## config.mk

```make
export PLATFORM = sky130hd
export DESIGN_NAME = addr_decode
export DESIGN_NICKNAME = d
export VERILOG_FILES = /design/src/logic/bus_pkg.sv /design/src/logic/soc_cfg_pkg.sv /design/src/logic/addr_decode.sv
export SDC_FILE = /design/constraint.sdc
export NUM_CORES = 1
export LEC_CHECK = 0
export BUFFER_PORTS_ARGS = -buffer_cell sky130_fd_sc_hd__buf_2
export CAP_MARGIN = 25
export CORE_AREA = 2 2 84 86
export DETAILED_ROUTE_END_ITERATION = 6
export DIE_AREA = 0 0 86 88
export GPL_TIMING_DRIVEN = 0
export HOLD_SLACK_MARGIN = 0.15
export SETUP_SLACK_MARGIN = 0.1
export SLEW_MARGIN = 20
export SYNTH_ARGS = -nofsm -noshare
export SYNTH_HDL_FRONTEND = slang
export SYNTH_SLANG_ARGS = --single-unit
```

## constraint.sdc

```tcl
create_clock -name clk_i -period 0.9 [get_ports clk_i]
set_clock_uncertainty 0.05 [all_clocks]
set_input_delay 0.09 -clock clk_i [delete_from_list [all_inputs] [get_ports clk_i]]
set_output_delay 0.09 -clock clk_i [all_outputs]
set_load 0.01 [all_outputs]
```

## src/logic/boot_rom.hex

```
// Boot image, one 32-bit word per line, word 0 at the ROM base address
00000297
f1402573
00000597
03c58593
10500073
ffdff06f
00100313
00629023
0002a383
00738463
fe5ff06f
0000006f
deadbeef
cafef00d
12345678
a5a5a5a5

```

## src/logic/bus_pkg.sv

```systemverilog
// Host bus definitions
// Widths and packed request/response types of the single-word bus.
// A request is a one-cycle strobe, a response a one-cycle valid pulse.

`default_nettype none

package bus_pkg;

  // ----------------------------------------------------------
  // Widths
  // ----------------------------------------------------------
  localparam int unsigned AddrWidth    = 32;
  localparam int unsigned DataWidth    = 32;
  localparam int unsigned StrbWidth    = DataWidth / 8;
  // Address bits below the word index
  localparam int unsigned ByteOffWidth = $clog2(StrbWidth);

  typedef logic [AddrWidth-1:0] addr_t;
  typedef logic [DataWidth-1:0] data_t;
  typedef logic [StrbWidth-1:0] strb_t;

  // ----------------------------------------------------------
  // Bus payloads
  // ----------------------------------------------------------
  typedef struct packed {
    logic  req;
    logic  we;
    addr_t addr;
    strb_t be;
    data_t wdata;
  } bus_req_t;

  typedef struct packed {
    logic  rvalid;
    logic  err;
    data_t rdata;
  } bus_rsp_t;

endpackage

`default_nettype wire

```

## src/logic/soc_cfg_pkg.sv

```systemverilog
// SoC fabric configuration
// Address map of the boot ROM and data RAM, decoded target regions,
// memory sizes and the debug hold-off window after power-on reset.

`default_nettype none

package soc_cfg_pkg;

  // ----------------------------------------------------------
  // Address map
  // ----------------------------------------------------------
  localparam int unsigned RomBase   = 32'h0001_0000;
  localparam int unsigned RomLength = 64;
  localparam int unsigned RamBase   = 32'h8000_0000;
  localparam int unsigned RamLength = 4096;

  // Word counts, four bytes per word
  localparam int unsigned RomWords    = RomLength / 4;
  localparam int unsigned RamWords    = RamLength / 4;
  localparam int unsigned RomIdxWidth = $clog2(RomWords);
  localparam int unsigned RamIdxWidth = $clog2(RamWords);

  // Boot image, also read by the testbench
  localparam string RomInitFile = "/design/src/logic/boot_rom.hex";

  // ----------------------------------------------------------
  // Debug
  // ----------------------------------------------------------
  // Cycles after power-on reset during which debug requests are blocked
  localparam int unsigned DebugHoldoffCycles = 20;
  localparam int unsigned DebugCntWidth      = $clog2(DebugHoldoffCycles + 1);

  // Decoded target of a request
  typedef enum logic [1:0] {
    REGION_ROM,
    REGION_RAM,
    REGION_NONE
  } region_e;

endpackage

`default_nettype wire

```

## src/logic/addr_decode.sv

```systemverilog
// Address decoder
// Maps each host request onto the boot ROM, the data RAM or no region,
// forwards it with the strobe set only towards the hit memory, and
// reports the region and write flag of every accepted request.

`timescale 1ns/100ps
`default_nettype none

module addr_decode (
  input  logic                 clk_i,
  input  logic                 rst_ni,
  input  bus_pkg::bus_req_t    req_i,
  output bus_pkg::bus_req_t    rom_req_o,
  output bus_pkg::bus_req_t    ram_req_o,
  output soc_cfg_pkg::region_e region_o,
  output logic                 acc_valid_o,
  output logic                 acc_we_o
);

  import bus_pkg::*;
  import soc_cfg_pkg::*;

  addr_t addr;
  logic  fwd_en_q;
  logic  acc;

  // Forwarding opens one cycle after core reset is released
  always_ff @(posedge clk_i or negedge rst_ni) begin
    if (!rst_ni) begin
      fwd_en_q <= 1'b0;
    end else begin
      fwd_en_q <= 1'b1;
    end
  end

  assign addr = req_i.addr;
  assign acc  = req_i.req & fwd_en_q;

  // Region windows, half-open ranges
  always_comb begin
    if (addr >= RomBase && addr < RomBase + RomLength) begin
      region_o = REGION_ROM;
    end else if (addr >= RamBase && addr < RamBase + RamLength) begin
      region_o = REGION_RAM;
    end else begin
      region_o = REGION_NONE;
    end
  end

  // Payload goes to both memories, only the hit one sees the strobe
  always_comb begin
    rom_req_o     = req_i;
    ram_req_o     = req_i;
    rom_req_o.req = acc && (region_o == REGION_ROM);
    ram_req_o.req = acc && (region_o == REGION_RAM);
  end

  assign acc_valid_o = acc;
  assign acc_we_o    = req_i.we;

endmodule

`default_nettype wire

```

==> metrics.cfg <==
[status]
status=complete, but fails checks
violations=negative setup slack

[global_routing]
grt_first_pass_wirelength_um=4899
grt_start_max_net_pins=5
grt_pass1_vias=1181
grt-ovfl-total=0
antenna_found_initial=0
grt.total_usage_pct=7.565

[worst_setup_path]
cp_cell_sequence=buf_8, nor4_4, nand4b_1, a21o_1, buf_2
start_kind=primary input
cp_slowest_cell=nor4_4
worstPathMaxFanout=3
worstPathRequired_ps=760
cp.arrival_ps=1110
critPathKind=primary input to output port
max_stage_delay_ps=310
end_kind=output port

[yosys]
synth_cell_types=14
postSynthCellCount=157
netlist_area_sq_um=1170
synth_edf_count=0
ys_ff_latch=1
synth_top_area_share_pct=89.20
yosys_warnings=0
ys_top_cells_by_area=buf_4 89%, nor4_1 2.7%, dfrtp_1 2.1%
synthFlopType=dfrtp_1
yosys-top-cells-count=139 x buf_4, 5 x nor4_1, 2 x nor2_1
synth_nets=229
synth.largest_area_cell=buf_4
seq_area_frac_synth_pct=2.139
synth_area_per_cell_sq_um=7.451
synth_most_common_cell=buf_4
async_flop_share_pct=100.0

[min_path]
hold_class=primary input to output port
hold_end=ram_req_o[37]
min_from=req_i[37]
holdPathStages=2

[finish]
area_growth_pct=94.55
top_regs=fwd_en_q x1
post-route-util_pct=34.26
n_antenna_cell=0
multi_input_area_sq_um=200.2
stdcell_count=410
layout.nets=404
drive_gt1_share_pct=97.27
seqCellArea_sq_um=25.02
top_register=fwd_en_q
fillerInstances=706
largest_register_ffs=1

[detailed_routing]
drt-total-wl_um=3659
drc=0
drtIter0Drc=5
via_per_inst=3.390
wl_met2_um=2082
drt-met1-wl_um=1126
wl_per_cell_um=8.924
maxUsedRoutingLayer=met3
drtAntennaViolNets=0
via_count=1390
first_pass_iters=2
wl_met3_um=450

[power_and_ir_drop]
cellPowerDensity_nw_per_um2=501.8
ir_drop_mv=0.2231
finalPower_w=0.001142
leakage_nw=1.413

[job]
max-cap-violations=0

[sta]
finalCriticalPeriod_ps=1249
fmax_ghz=0.8007
hold_viol_final=0
period_share_pct=138.8
final-setup-viol-count=4
layout_setup_ws_ps=-348.9
slew_viol_final=0
holdWs_ps=313.0
rsz0062_at_grt=true

[placement]
gp_congestion=0.6965
post-place-ws_ps=-467.7
placement.io_buffers=172
detailed_place_hpwl_um=3447
dp_cells=409

[floorplan]
die-width_um=86
rows=30
die_h_um=88
start_util_pct=17.61
core-area_sq_um=6644
die_area_sq_um=7568
ios=216

[clock_tree]
post_cts_buffers=0

## cell families (layout without fill, tap and decap cells)
kind of cell           count (synthesis)  after routing  share of synthesized area (%)
AO/OA/AOI/OAI                          1              1                         0.6420
buffers and inverters                140            313                          89.52
other                                  1              1                         0.3205
flip-flops                             1              1                          2.139
AND/OR/NAND/NOR                       14             14                          7.379
## report_power, final
part / internal, W / total (W) / leakage [nW] / switching [W]
Sequential: 0.0000481 / 0.0000490 / 0.0117 / 0.000000938
Combinational: 0.000663 / 0.00109 / 1.40 / 0.000430
Clock: 0 / 0 / 0 / 0
## layer usage
metal | global-route usage [%] | up-vias
li1 | - | 696
met1 | 7.881 | 578
met2 | 17.12 | 116
met3 | 0.2828 | 0
met4 | 0 | 0
met5 | 0 | -
## through the flow
stage / setup TNS, ps / cell area [sq um]
2_1_floorplan: 0 / 1231
3_3_place_gp: -1733 / 2192
3_5_place_dp: -1615 / 2192
4_1_cts: -1401 / 2263
5_1_grt: -1643 / 2276
6_report: -1190 / 2276
## timing repair
| item | 4_1_cts | 5_1_grt |
|---|---|---|
| endpoints found under the hold margin | 1 | 0 |
| setup endpoints to repair | 5 | 4 |
| pin swaps | 5 | 4 |
| hold buffers | 1 | 0 |
| gates resized for setup | 14 | 2 |
## layout make-up
type	count	area share, %
plain buffers	139	45.85
well taps	80	4.398
multi-input cells	16	8.796
repair buffers	173	39.69
flip-flops and latches	1	1.100
inverters	1	0.1649
## worst max path at each step
stage	from	slack (ps)	endpoint	depth (start not counted)
finish	req_i[64]	-350	region_o[1]	5
global route	req_i[64]	-460	region_o[1]	5
CTS	req_i[51]	-400	region_o[1]	5
detailed placement	req_i[45]	-470	region_o[1]	5
global placement	req_i[43]	-510	region_o[1]	5
floorplan	req_i[55]	1	region_o[1]	3
## worst max-delay path: cells and delay by family
kind / cells / cell delay (ps)
AO/OA/AOI/OAI: 1 / 220
AND/OR/NAND/NOR: 2 / 560
buffers and inverters: 2 / 230
## layout by cell type (no fill, tap or decap), types with 2 or more instances in the layout
cell and n:
buf_4 139, buf_6 2, buf_2 168, buf_8 2, nor2_1 2, nor3_2 2, nor4_4 5
Note: power is estimated with default switching activity, not from simulation.
