==> src/logic/boot_rom.hex <==
// Boot image, one 32-bit word per line, word 0 at the ROM base address
00000297
f1402573
00000597
03c58593
10500073
ffdff06f
00100313
00629023
0002a383
00738463
fe5ff06f
0000006f
deadbeef
cafef00d
12345678
a5a5a5a5

==> src/logic/bus_pkg.sv <==
// Host bus definitions
// Widths and packed request/response types of the single-word bus.
// A request is a one-cycle strobe, a response a one-cycle valid pulse.

`default_nettype none

package bus_pkg;

  // ----------------------------------------------------------
  // Widths
  // ----------------------------------------------------------
  localparam int unsigned AddrWidth    = 32;
  localparam int unsigned DataWidth    = 32;
  localparam int unsigned StrbWidth    = DataWidth / 8;
  // Address bits below the word index
  localparam int unsigned ByteOffWidth = $clog2(StrbWidth);

  typedef logic [AddrWidth-1:0] addr_t;
  typedef logic [DataWidth-1:0] data_t;
  typedef logic [StrbWidth-1:0] strb_t;

  // ----------------------------------------------------------
  // Bus payloads
  // ----------------------------------------------------------
  typedef struct packed {
    logic  req;
    logic  we;
    addr_t addr;
    strb_t be;
    data_t wdata;
  } bus_req_t;

  typedef struct packed {
    logic  rvalid;
    logic  err;
    data_t rdata;
  } bus_rsp_t;

endpackage

`default_nettype wire

==> src/logic/soc_cfg_pkg.sv <==
// SoC fabric configuration
// Address map of the boot ROM and data RAM, decoded target regions,
// memory sizes and the debug hold-off window after power-on reset.

`default_nettype none

package soc_cfg_pkg;

  // ----------------------------------------------------------
  // Address map
  // ----------------------------------------------------------
  localparam int unsigned RomBase   = 32'h0001_0000;
  localparam int unsigned RomLength = 64;
  localparam int unsigned RamBase   = 32'h8000_0000;
  localparam int unsigned RamLength = 4096;

  // Word counts, four bytes per word
  localparam int unsigned RomWords    = RomLength / 4;
  localparam int unsigned RamWords    = RamLength / 4;
  localparam int unsigned RomIdxWidth = $clog2(RomWords);
  localparam int unsigned RamIdxWidth = $clog2(RamWords);

  // Boot image, also read by the testbench
  localparam string RomInitFile = "/design/src/logic/boot_rom.hex";

  // ----------------------------------------------------------
  // Debug
  // ----------------------------------------------------------
  // Cycles after power-on reset during which debug requests are blocked
  localparam int unsigned DebugHoldoffCycles = 20;
  localparam int unsigned DebugCntWidth      = $clog2(DebugHoldoffCycles + 1);

  // Decoded target of a request
  typedef enum logic [1:0] {
    REGION_ROM,
    REGION_RAM,
    REGION_NONE
  } region_e;

endpackage

`default_nettype wire

==> src/logic/resp_mux.sv <==
// Response builder
// Remembers each accepted request for one cycle and forms the bus
// response: read data of the recorded memory, zero for writes, and
// an error with zero data for unmapped addresses.

`timescale 1ns/100ps
`default_nettype none

module resp_mux (
  input  logic                 clk_i,
  input  logic                 rst_ni,
  input  logic                 acc_valid_i,
  input  logic                 acc_we_i,
  input  soc_cfg_pkg::region_e region_i,
  input  bus_pkg::data_t       rom_rdata_i,
  input  bus_pkg::data_t       ram_rdata_i,
  output bus_pkg::bus_rsp_t    rsp_o
);

  import bus_pkg::*;
  import soc_cfg_pkg::*;

  logic    valid_q;
  logic    we_q;
  region_e region_q;
  data_t   rd_sel;

  // One entry per cycle, the memories keep the matching data
  always_ff @(posedge clk_i or negedge rst_ni) begin
    if (!rst_ni) begin
      valid_q  <= 1'b0;
      we_q     <= 1'b0;
      region_q <= REGION_NONE;
    end else begin
      valid_q  <= acc_valid_i;
      we_q     <= acc_we_i;
      region_q <= region_i;
    end
  end

  always_comb begin
    case (region_q)
      REGION_ROM: rd_sel = rom_rdata_i;
      REGION_RAM: rd_sel = ram_rdata_i;
      default:    rd_sel = '0;
    endcase
  end

  always_comb begin
    rsp_o        = '0;
    rsp_o.rvalid = valid_q;
    rsp_o.err    = valid_q && (region_q == REGION_NONE);
    // Writes and unmapped accesses return zero data
    if (valid_q && !we_q) begin
      rsp_o.rdata = rd_sel;
    end
  end

endmodule

`default_nettype wire

==> config.mk <==
export PLATFORM = sky130hd
export DESIGN_NAME = resp_mux
export DESIGN_NICKNAME = d
export VERILOG_FILES = /design/src/logic/bus_pkg.sv /design/src/logic/soc_cfg_pkg.sv /design/src/logic/resp_mux.sv
export SDC_FILE = /design/constraint.sdc
export NUM_CORES = 1
export LEC_CHECK = 0
export BUFFER_PORTS_ARGS = -buffer_cell sky130_fd_sc_hd__buf_4
export CAP_MARGIN = 30
export CELL_PAD_IN_SITES_DETAIL_PLACEMENT = 1
export CELL_PAD_IN_SITES_GLOBAL_PLACEMENT = 2
export CORE_ASPECT_RATIO = 1.1
export CORE_MARGIN = 2
export CORE_UTILIZATION = 12
export CTS_CLUSTER_DIAMETER = 150
export DETAILED_ROUTE_END_ITERATION = 12
export PLACE_DENSITY_LB_ADDON = 0.1
export SLEW_MARGIN = 20
export SYNTH_ARGS = -nofsm -noshare
export SYNTH_HDL_FRONTEND = slang
export SYNTH_SLANG_ARGS = --single-unit
export TNS_END_PERCENT = 5
==> constraint.sdc <==
create_clock -name clk_i -period 3.6 [get_ports clk_i]
set_input_delay 0.9 -clock clk_i [delete_from_list [all_inputs] [get_ports clk_i]]
set_output_delay 0.9 -clock clk_i [all_outputs]
set_load 0.02 [all_outputs]
==> flow_summary_export.csv <==
group,metric,value,unit
die,core-area,5034,µm²
sta,setup_violations,0,
place,place_inst,232,
global_route,grt_use_total,9.293,%
finish,instances_no_fill,236,
finish,n_antenna_cell,0,
global_route,grt_max_degree,34,
sta,fin_ws,0.9583,ns
detailed_routing,drc,0,
sta,finalCritPeriodShare,73.38,%
power_and_ir_drop,total_power,282.5,µW
job,drv_cap,0,
clocking,ctsResizeCount,0,
clocking,cts_hold_buf,0,
critical_path,arrival,1.74,ns
sta,fmax,378.5,MHz
finish,drive_gt1_share,61.80,%
critical_path,worst_setup_path_start_kind,"flop",
die,initial_core_util,12.45,%
critical_path,worst_setup_path_end_kind,"primary output",
place,gp_congestion,0.6875,
synthesis,synth_cell_types,11,
clocking,h-tree-depth,1,
synthesis,synth_nets,150,
detailed_routing,drtIter0Drc,17,
clocking,numClockSinks,4,
power_and_ir_drop,total_leakage_power,0.0008282,µW
hold_path,hold_class,"primary input to asynchronous set/reset pin",
detailed_routing,vias,945,
detailed_routing,wl_per_cell,12.80,µm
detailed_routing,ant_nets,0,
synthesis,synth_area_leaders,"mux2i_1, nor2_1, dfrtp_1",
critical_path,crit_type,"flop to primary output",
detailed_routing,routed_wl,3021,µm
power_and_ir_drop,ir_drop,173.1,µV
die,die_area,5819,µm²
clocking,cts_setup_buffers,0,
detailed_routing,vias_per_cell,4.004,
sta,tightest_slew,0.9367,ns
synthesis,yosysWarningCount,0,
sta,slew_violations,0,
sta,fin_crit,2.642,ns
clocking,path_clk_slew,0.03,ns
critical_path,cp.required,2.70,ns
die,die_w,72.91,µm
clocking,cts_inserted_buffers,3,
place,io_buffers,103,
synthesis,ys_ff_latch,4,
power_and_ir_drop,power_density,194.5,nW/µm²
global_route,grt_pass1_vias,950,
global_route,grt_pass1_wl,4284,µm
outcome,outcome,"completed",
place,pre_cts_ws,1.125,ns
sta,tns,0,ns
sta,slew_headroom,37.55,%
die,row_count,27,
synthesis,synth_top_area_share,51.10,%
sta,grt_setup_unrepaired,"no",
synthesis,postSynthCellCount,80,
clocking,cts_tree,"built",
synthesis,avgSynthCellArea,7.836,µm²
die,die_h,79.81,µm
sta,hold_violations,0,
finish,nFillCells,621,
global_route,grt_overflow,0,
critical_path,crit_fanout,33,
detailed_routing,dr.pass1.iters,3,
global_route,antenna_found_initial,0,
die,io_pins,104,
clocking,clockBufferDepth,2,
synthesis,syn-cell-area,626.9,µm²
synthesis,ys_seq_area_share,16.17,%
place,hpwl,2490,µm
synthesis,yosysTopAreaCell,"mux2i_1",
clocking,clockRootBuffer,"clkbuf_8",
finish,area_growth,131.7,%
sta,hold_slack,0.4694,ns
finish,nets,249,
critical_path,startpoint,"region_q[0]$_DFF_PN0_",
layout by cell type (no fill, tap or decap):
master and instances:
nor2_2 1, mux2i_1 32, buf_4 103, or3b_2 1, nand2_1 1, nor2_1 32, clkbuf_1 1, dfstp_2 1
dfrtp_2 1, clkbuf_8 3, dfrtp_1 2
metrics by stage:
stage                     instance area [µm²]  utilization, %
after global routing                     1453           28.86
after CTS                                1453           28.86
after detailed placement                 1408           27.96
after global placement                   1408           27.96
after floorplan                         626.9               -
final                                    1453           28.86
synthesized netlist by cell type:
master    count
dfrtp_1       3
nor2_2        1
or3b_1        1
buf_2         4
buf_4         1
clkbuf_2      1
mux2i_1      32
dfstp_2       1
buf_6         3
nor2_1       32
nand2_1       1
registers in the layout, summed over array words and instances, names as in the netlist:
signal    flops
valid_q       1
we_q          1
region_q      2
routing by layer:
layer  track usage (%)  vias to the layer above  wire length [µm]
met2             19.00                       50              1706
met3             1.263                        8               210
met1             8.784                      426              1007
li1                  -                      461                 -
met4             4.259                        0                97
met5                 0                        -                 0
worst max-delay path: stages, from the launching register on:
cell and delay, ns:
dfrtp_2 0.97, mux2i_1 0.28, nor2_1 0.07, buf_4 0.19
worst max path at each step:
stage               slack (ns)  depth (start not counted)         to
floorplan                 1.41                          4  rsp_o[10]
global placement          0.94                          3  rsp_o[18]
detailed placement        1.13                          3  rsp_o[19]
CTS                       0.88                          3  rsp_o[19]
global route              0.82                          3  rsp_o[11]
finish                    0.96                          3  rsp_o[30]
power by group:
| group | total, µW | switching [µW] | internal, µW | leakage (µW) |
|---|---|---|---|---|
| Sequential | 57.8 | 9.89 | 47.9 | 0.0000445 |
| Combinational | 126 | 44.7 | 80.9 | 0.000761 |
| Clock | 99.2 | 23.5 | 75.6 | 0.0000228 |
cell type report:
class	instances	area, µm²	area share, %
clock buffers	4	45.04	3.101
multi-input cells	67	459.2	31.61
flip-flops and latches	4	102.6	7.063
well taps	58	72.57	4.996
repair buffers	103	773.2	53.23
kinds of logic (layout without fill, tap and decap cells):
kind of cell	count (synthesis)	in the layout	synth area share (%)
buffers and inverters	9	107	10.58
flip-flops	4	4	16.17
multiplexers	32	32	51.10
AND/OR/NAND/NOR	35	35	22.16
(Power assumes the default switching activity.)
