## src/logic/boot_rom.hex

```
// Boot image, one 32-bit word per line, word 0 at the ROM base address
00000297
f1402573
00000597
03c58593
10500073
ffdff06f
00100313
00629023
0002a383
00738463
fe5ff06f
0000006f
deadbeef
cafef00d
12345678
a5a5a5a5

```

## src/logic/soc_cfg_pkg.sv

```systemverilog
// SoC fabric configuration
// Address map of the boot ROM and data RAM, decoded target regions,
// memory sizes and the debug hold-off window after power-on reset.

`default_nettype none

package soc_cfg_pkg;

  // ----------------------------------------------------------
  // Address map
  // ----------------------------------------------------------
  localparam int unsigned RomBase   = 32'h0001_0000;
  localparam int unsigned RomLength = 64;
  localparam int unsigned RamBase   = 32'h8000_0000;
  localparam int unsigned RamLength = 4096;

  // Word counts, four bytes per word
  localparam int unsigned RomWords    = RomLength / 4;
  localparam int unsigned RamWords    = RamLength / 4;
  localparam int unsigned RomIdxWidth = $clog2(RomWords);
  localparam int unsigned RamIdxWidth = $clog2(RamWords);

  // Boot image, also read by the testbench
  localparam string RomInitFile = "/design/src/logic/boot_rom.hex";

  // ----------------------------------------------------------
  // Debug
  // ----------------------------------------------------------
  // Cycles after power-on reset during which debug requests are blocked
  localparam int unsigned DebugHoldoffCycles = 20;
  localparam int unsigned DebugCntWidth      = $clog2(DebugHoldoffCycles + 1);

  // Decoded target of a request
  typedef enum logic [1:0] {
    REGION_ROM,
    REGION_RAM,
    REGION_NONE
  } region_e;

endpackage

`default_nettype wire

```

## src/logic/debug_ctrl.sv

```systemverilog
// Debug and reset control
// Merges power-on reset with the non-debug reset into a synchronized
// core reset, and gates the raw debug request with the debug enable
// and a hold-off window that follows power-on reset.

`timescale 1ns/100ps
`default_nettype none

module debug_ctrl (
  input  logic clk_i,
  input  logic rst_ni,
  input  logic ndmreset_i,
  input  logic dbg_req_i,
  input  logic dbg_enable_i,
  output logic dbg_req_o,
  output logic core_rst_no
);

  import soc_cfg_pkg::*;

  logic                     sys_rst_n;
  logic [1:0]               rst_sync_q;
  logic [DebugCntWidth-1:0] holdoff_q;

  // ----------------------------------------------------------
  // Core reset synchronizer
  // ----------------------------------------------------------
  // Asserts at once, releases two edges after both sources clear
  assign sys_rst_n = rst_ni & ~ndmreset_i;

  always_ff @(posedge clk_i or negedge sys_rst_n) begin
    if (!sys_rst_n) begin
      rst_sync_q <= 2'b00;
    end else begin
      rst_sync_q <= {rst_sync_q[0], 1'b1};
    end
  end

  assign core_rst_no = rst_sync_q[1];

  // ----------------------------------------------------------
  // Debug request hold-off
  // ----------------------------------------------------------
  // Only power-on reset reloads the window, ndmreset leaves it alone
  always_ff @(posedge clk_i or negedge rst_ni) begin
    if (!rst_ni) begin
      holdoff_q <= DebugCntWidth'(DebugHoldoffCycles);
    end else if (holdoff_q != '0) begin
      holdoff_q <= holdoff_q - 1'b1;
    end
  end

  // Masked while counting down or while debug is disabled
  assign dbg_req_o = (holdoff_q == '0) & dbg_enable_i & dbg_req_i;

endmodule

`default_nettype wire

```

## config.mk

```make
export PLATFORM = sky130hd
export DESIGN_NAME = debug_ctrl
export DESIGN_NICKNAME = d
export VERILOG_FILES = /design/src/logic/soc_cfg_pkg.sv /design/src/logic/debug_ctrl.sv
export SDC_FILE = /design/constraint.sdc
export NUM_CORES = 1
export LEC_CHECK = 0
export BUFFER_PORTS_ARGS = -buffer_cell sky130_fd_sc_hd__buf_4
export CORE_AREA = 2 2 39 41
export CTS_BUF_LIST = sky130_fd_sc_hd__clkbuf_16
export CTS_CLUSTER_SIZE = 20
export DETAILED_ROUTE_END_ITERATION = 6
export DIE_AREA = 0 0 41 43
export SLEW_MARGIN = 20
export SYNTH_ARGS = -nofsm -noshare
export SYNTH_HDL_FRONTEND = slang
export SYNTH_SLANG_ARGS = --single-unit
```

## constraint.sdc

```tcl
create_clock -name clk_i -period 1.58 [get_ports clk_i]
set_clock_uncertainty 0.2 [all_clocks]
set_input_delay 0.237 -clock clk_i [delete_from_list [all_inputs] [get_ports clk_i]]
set_output_delay 0.237 -clock clk_i [all_outputs]
set_load 0.005 [all_outputs]
```

==> reports/metrics.yaml, run 1 <==
drt:
  routed_wl_microns: 747
  ant_nets: 0
  drc: 0
  drtIter0Drc: 1
  wl_per_cell_microns: 11.1
  first_pass_iters: 2
  routed-via-count: 277
  post_drt_via_cell_ratio: 4.13
placed_design:
  gp_congestion: 0.711
  hpwl_microns: 393
  portBuffers: 6
  pre_cts_slack_ps: 10.1
final_layout:
  multi_input_comb_area_sq_um: 176
  nNetsFinal: 59
  drive_above_1_share: 0.608
  final.fill_count: 127
  n_antenna_cell: 0
  syn_to_final_growth_pct: 91.9
  utilization: 0.448
  layout.area.seq_sq_um: 178
power:
  ir_drop_uv: 692
  p_leak_nw: 0.300
  p_total_mw: 0.631
  power_per_cell_area_nw_per_um2: 1020
hold_path:
  worstHoldStart: "rst_sync_q[0]"
  hold_path.class: "reg2reg"
cts:
  clock_sinks: 7
  clk_pin_slew_worst_paths_ps: 40
  insertion_delay_ps: 230
  cts_made_buffers: 3
  cts_tree: "built"
  clockBufferDepth: 2
  htreeDepth: 1
  clock-root-buffer: "clkbuf_16"
yosys:
  yosysWarnings: 0
  ys_seq_area_frac: 0.550
  avgSynthCellArea_sq_um: 11.5
  synth_top_area_frac: 0.388
  synthTopCellsByCount: "dfrtp_1, inv_1"
  async_reset_ff_frac: 1.00
  yosysMostFrequentCell: "dfrtp_1"
  synth_top_flop_cell: "dfrtp_1"
  synth_cell_types: 17
  yosys_register_bits: 7
  synth-edff-count: 0
  yosysTopAreaCell: "dfrtp_1"
  syn_area_sq_um: 323
  netlist_instances: 28
  synthTopCellsByArea: "dfrtp_1, dfstp_2, ha_1"
  syn_nets: 35
sta:
  hold_violations: 0
  min_period_over_period: 1.12
  rsz0062_at_grt: "yes"
  setup_viol: 3
  worst_slack_ps: -182
  fin_crit_ps: 1760
  max_clock_freq_mhz: 567
  slew_violations: 0
  hold_ws_ps: 138
die:
  dieArea_sq_um: 1760
  top_level_ports: 7
  rows: 14
  die_h_microns: 43
  initial_utilization: 0.233
  core_sq_um: 1380
  die_x_microns: 41
run:
  drv_cap: 0
worst_setup_path:
  r2r_slack_ps: -120
  regToRegStartpoint: "holdoff_q[1]"
  path_class: "reg2out"
  reg2reg_to: "holdoff_q[2]"
  crit_fanout: 2
  crit_start: "holdoff_q[1]"
  worstSetupEndpointType: "primary output"
  required_ps: 1140
  reg2reg_depth: 9
  endpoint: "dbg_req_o"
  cp-start-kind: "register"
  crit_arrival_ps: 1330
global_route:
  antenna_found_initial: 0
  grt_pass1_wl_mm: 1.20
  grt_pass1_vias: 278
  grt-ovfl-total: 0
  grt_max_degree: 7
  track_usage: 0.121
outcome:
  violations: "setup timing"
  status: "complete, but fails checks"
## routing by layer
metal,wire (microns),global-route usage,part of all wire,vias to the layer above
met1,281,0.131,0.38,129
met5,0,0,0,-
met4,45,0.140,0.060,0
li1,-,-,-,137
met2,392,0.147,0.52,7
met3,27,0.0628,0.036,4
## state kept, by name, summed over array words and instances (netlist names)
signal and count:
rst_sync_q 2, holdoff_q 5
## repair_timing
item                                    4_1_cts  5_1_grt
cloned                                        0        0
hold buffers                                  2        0
hold endpoints to repair                      7        0
buffers inserted                              4        4
gates resized for setup                      10        3
endpoints found under the setup margin        1        4
pin swaps                                     2        4
## where the power goes
part / leakage, nW / switching (mW) / internal (mW)
Sequential: 0.0870 / 0.000622 / 0.183
Combinational: 0.170 / 0.00684 / 0.0138
Clock: 0.0423 / 0.0977 / 0.329
## metrics by stage
step           cell area (sq um)  instances  TNS (ps)
4_1_cts                      581         64      -323
6_report                     619         67      -339
2_1_floorplan                323         28         0
3_3_place_gp                 418         54         0
3_5_place_dp                 418         54         0
5_1_grt                      619         67      -546
## worst min-delay path by stage
stage	end	slack, ps	cells past startpoint
floorplan	holdoff_q[0]	-260	0
global placement	holdoff_q[3]	-150	1
global route	rst_sync_q[1]	150	0
finish	rst_sync_q[1]	140	0
detailed placement	holdoff_q[3]	-150	1
CTS	rst_sync_q[1]	140	0
## critical path: stages (launching register included)
cell      delay (ps)
dfrtp_1          390
inv_2             90
ha_4             150
nand2b_4          60
nor3_4           130
and3_1           170
buf_4            100
## cell usage in the layout (no fill, tap or decap), drive strengths merged
cell         netlist  layout
inv                4       5
nor3               3       3
o21ai              2       2
clkbuf             0       3
dlygate4sd3        0       2
or3b               1       1
and3               1       1
nand3              1       1
xnor2              1       1
conb               1       1
nand2b             1       1
dfrtp              5       5
ha                 2       2
buf                0      17
dfstp              2       2
nor2b              1       1
a21o               1       1
mux2i              1       1
o211ai             1       1
## final cells by class
type	instances	area share
Tap cell	16	0.0323
Multi-Input combinational cell	17	0.285
Timing Repair Buffer	19	0.244
Inverter	4	0.0242
Clock inverter	1	0.00606
Clock buffer	3	0.121
Sequential cell	7	0.287
## logic make-up (layout without fill, tap and decap cells)
logic type	Yosys count	in the layout	share of synthesized area
AO/OA/AOI/OAI	4	4	0.0775
buffers and inverters	4	27	0.0465
multiplexers	1	1	0.0310
XOR/XNOR	1	1	0.0271
flip-flops	7	7	0.550
other	1	1	0.0116
AND/OR/NAND/NOR	8	8	0.178
adder cells (fa/ha/maj)	2	2	0.0775
(Power assumes the default switching activity.)
==> run 2, diff against run 1 <==
- GPL_TIMING_DRIVEN: unset -> 0
==> reports/metrics.yaml, run 2 (synthesized netlist as in run 1, its figures left out) <==
cts:
  htreeDepth: 1  # unchanged
  insertion_delay_ps: 230  # about the same
  cts_tree: "built"
  clock_sinks: 7  # unchanged
  clock-root-buffer: "clkbuf_16"
  clk_pin_slew_worst_paths_ps: 40  # about the same
  clockBufferDepth: 2  # unchanged
  cts_made_buffers: 3  # unchanged
worst_setup_path:
  path_class: "reg2out"
  worstSetupEndpointType: "primary output"
  slowest_delay_ps: 380  # about the same
  required_ps: 1140  # about the same
  cpMaxStageDelayCell: "dfrtp_1"
  path_delay_family: "simple AND/OR/NAND/NOR gates"
  cp-start-kind: "register"
  crit_fanout: 2  # unchanged
  worst-path-buf-inv: 2  # unchanged
  crit_chain: "inv_2, ha_4, nand2b_4, nor3_4, and3_1, buf_4"
  crit_arrival_ps: 1350  # +20 ps
global_route:
  grtUsageMet1: 0.127  # -0.00421
  grt_pass1_wl_mm: 1.19  # -0.58%
  grt_util_met2: 0.166  # +0.0187
  grt_max_degree: 7  # unchanged
  track_usage: 0.111  # -0.0104
  grt-ovfl-total: 0  # unchanged
  met3_usage: 0.0471  # -0.0157
  antenna_found_initial: 0  # unchanged
  top_usage_layer: "met2"
  grt_pass1_vias: 256  # -7.9%
drt:
  routed_wl_microns: 781  # +4.6%
  routed-via-count: 268  # -3.2%
  drc: 0  # unchanged
  first_pass_iters: 4  # +2
  drtIter0Drc: 4  # +3
  post_drt_via_cell_ratio: 4.19  # +1.3%
  wl_per_cell_microns: 12.2  # +9.5%
  ant_nets: 0  # unchanged
final_layout:
  top_register: "holdoff_q"
  drive_above_1_share: 0.563  # -0.0453
  syn_to_final_growth_pct: 81.0
  final_cells: 64  # -4.5%
  fin_area_sq_um: 584  # -5.7%
  largest_register_ff_count: 5  # unchanged
  final.fill_count: 131  # +3.1%
  top_regs: "holdoff_q x5, rst_sync_q x2"
  final_common_cell: "buf_4"
  n_antenna_cell: 0  # unchanged
  final_cell_mix: "buf_4, dfrtp_1, inv_1, clkbuf_16"
  nNetsFinal: 56  # -5.1%
die:
  initial_utilization: 0.233  # unchanged
  rows: 14  # unchanged
  die_x_microns: 41  # unchanged
  die_h_microns: 43  # unchanged
  core_sq_um: 1380  # unchanged
  top_level_ports: 7  # unchanged
  dieArea_sq_um: 1760  # unchanged
sta:
  worst_slack_ps: -206  # -23.4 ps
  rsz0062_at_grt: "yes"
  slew_violations: 0  # unchanged
  hold_violations: 0  # unchanged
  max_clock_freq_mhz: 560  # -1.3%
  setup_viol: 2  # -1
  min_period_over_period: 1.13  # +0.0148
  fin_crit_ps: 1790  # +23.4 ps
power:
  ir_drop_uv: 556  # -20%
  intPower_mw: 0.526  # about the same
  power_per_cell_area_nw_per_um2: 1080  # +6.2%
  p_seq_frac: 0.290  # about the same
  p_leak_nw: 0.282  # -5.7%
  clockPowerShare: 0.676  # about the same
  switching_power_mw: 0.106  # +1.3%
  combPwrFrac: 0.033  # about the same
  swShare: 0.168  # +0.00171
outcome:
  violations: "setup timing"
  status: "complete, but fails checks"
placed_design:
  hpwl_microns: 386  # -1.7%
  gp_congestion: 0.717  # +0.82%
  dp.cells: 50  # -7.4%
  portBuffers: 6  # unchanged
  placed_area_sq_um: 388  # -7.2%
hold_path:
  hold_path.class: "in2async"
run:
  drv_cap: 0  # unchanged
## run 2: routing by layer
metal	vias to the layer above	share of wire
li1	132	-
met1	129	0.41
met2	7	0.57
met3	0	0.023
met4	0	0
met5	-	0
## run 2: path summary, 6_finish.rpt
kind | start | slack, ps | endpoint | cells past startpoint
worst max-delay path | holdoff_q[0] | -210 | dbg_req_o | 6
worst min-delay path | rst_ni | 150 | holdoff_q[3] | 2
worst max register to register | holdoff_q[1] | -120 | holdoff_q[4] | 7
worst min register to register | rst_sync_q[0] | 150 | rst_sync_q[1] | 0
max in group asynchronous | rst_ni | 690 | rst_sync_q[1] | 3
min in group clk_i | rst_sync_q[0] | 150 | rst_sync_q[1] | 0
## run 2: power by group through the flow
stage	clock network (mW)	logic [mW]	registers, mW
finish	0.428	0.0212	0.184
global route	0.449	0.0231	0.184
floorplan	0	0.00281	0.186
CTS	0.435	0.0211	0.184
global placement	0	0.0167	0.186
detailed placement	0	0.0171	0.186
## run 2: layout make-up
type | instances | area [sq um] | share of cell area
sequential | 7 | 178 | 0.304
clock inverter | 1 | 3.75 | 0.00642
timing repair buffer | 16 | 125 | 0.214
tap | 16 | 20.0 | 0.0343
multi-input combinational | 17 | 168 | 0.287
clock buffer | 3 | 75.1 | 0.128
inverter | 4 | 15.0 | 0.0257
## run 2: through the flow
stage | utilization | power [mW] | hold WS [ps] | setup WS, ps | TNS (ps)
final | 0.422 | 0.633 | 147 | -206 | -326
after CTS | 0.412 | 0.639 | 149 | -209 | -309
after detailed placement | 0.280 | 0.203 | -151 | -184 | -184
after global placement | 0.280 | 0.202 | -154 | -170 | -170
after floorplan | - | 0.189 | -259 | 28.5 | 0
after global routing | 0.422 | 0.656 | 151 | -266 | -470
## run 2: what timing repair did
action | 4_1_cts | 5_1_grt
endpoints found under the hold margin | 7 | 0
pin swaps | 3 | 3
hold buffers | 2 | 0
setup buffers | 7 | 2
gates resized for setup | 8 | 1
setup endpoints to repair | 1 | 3
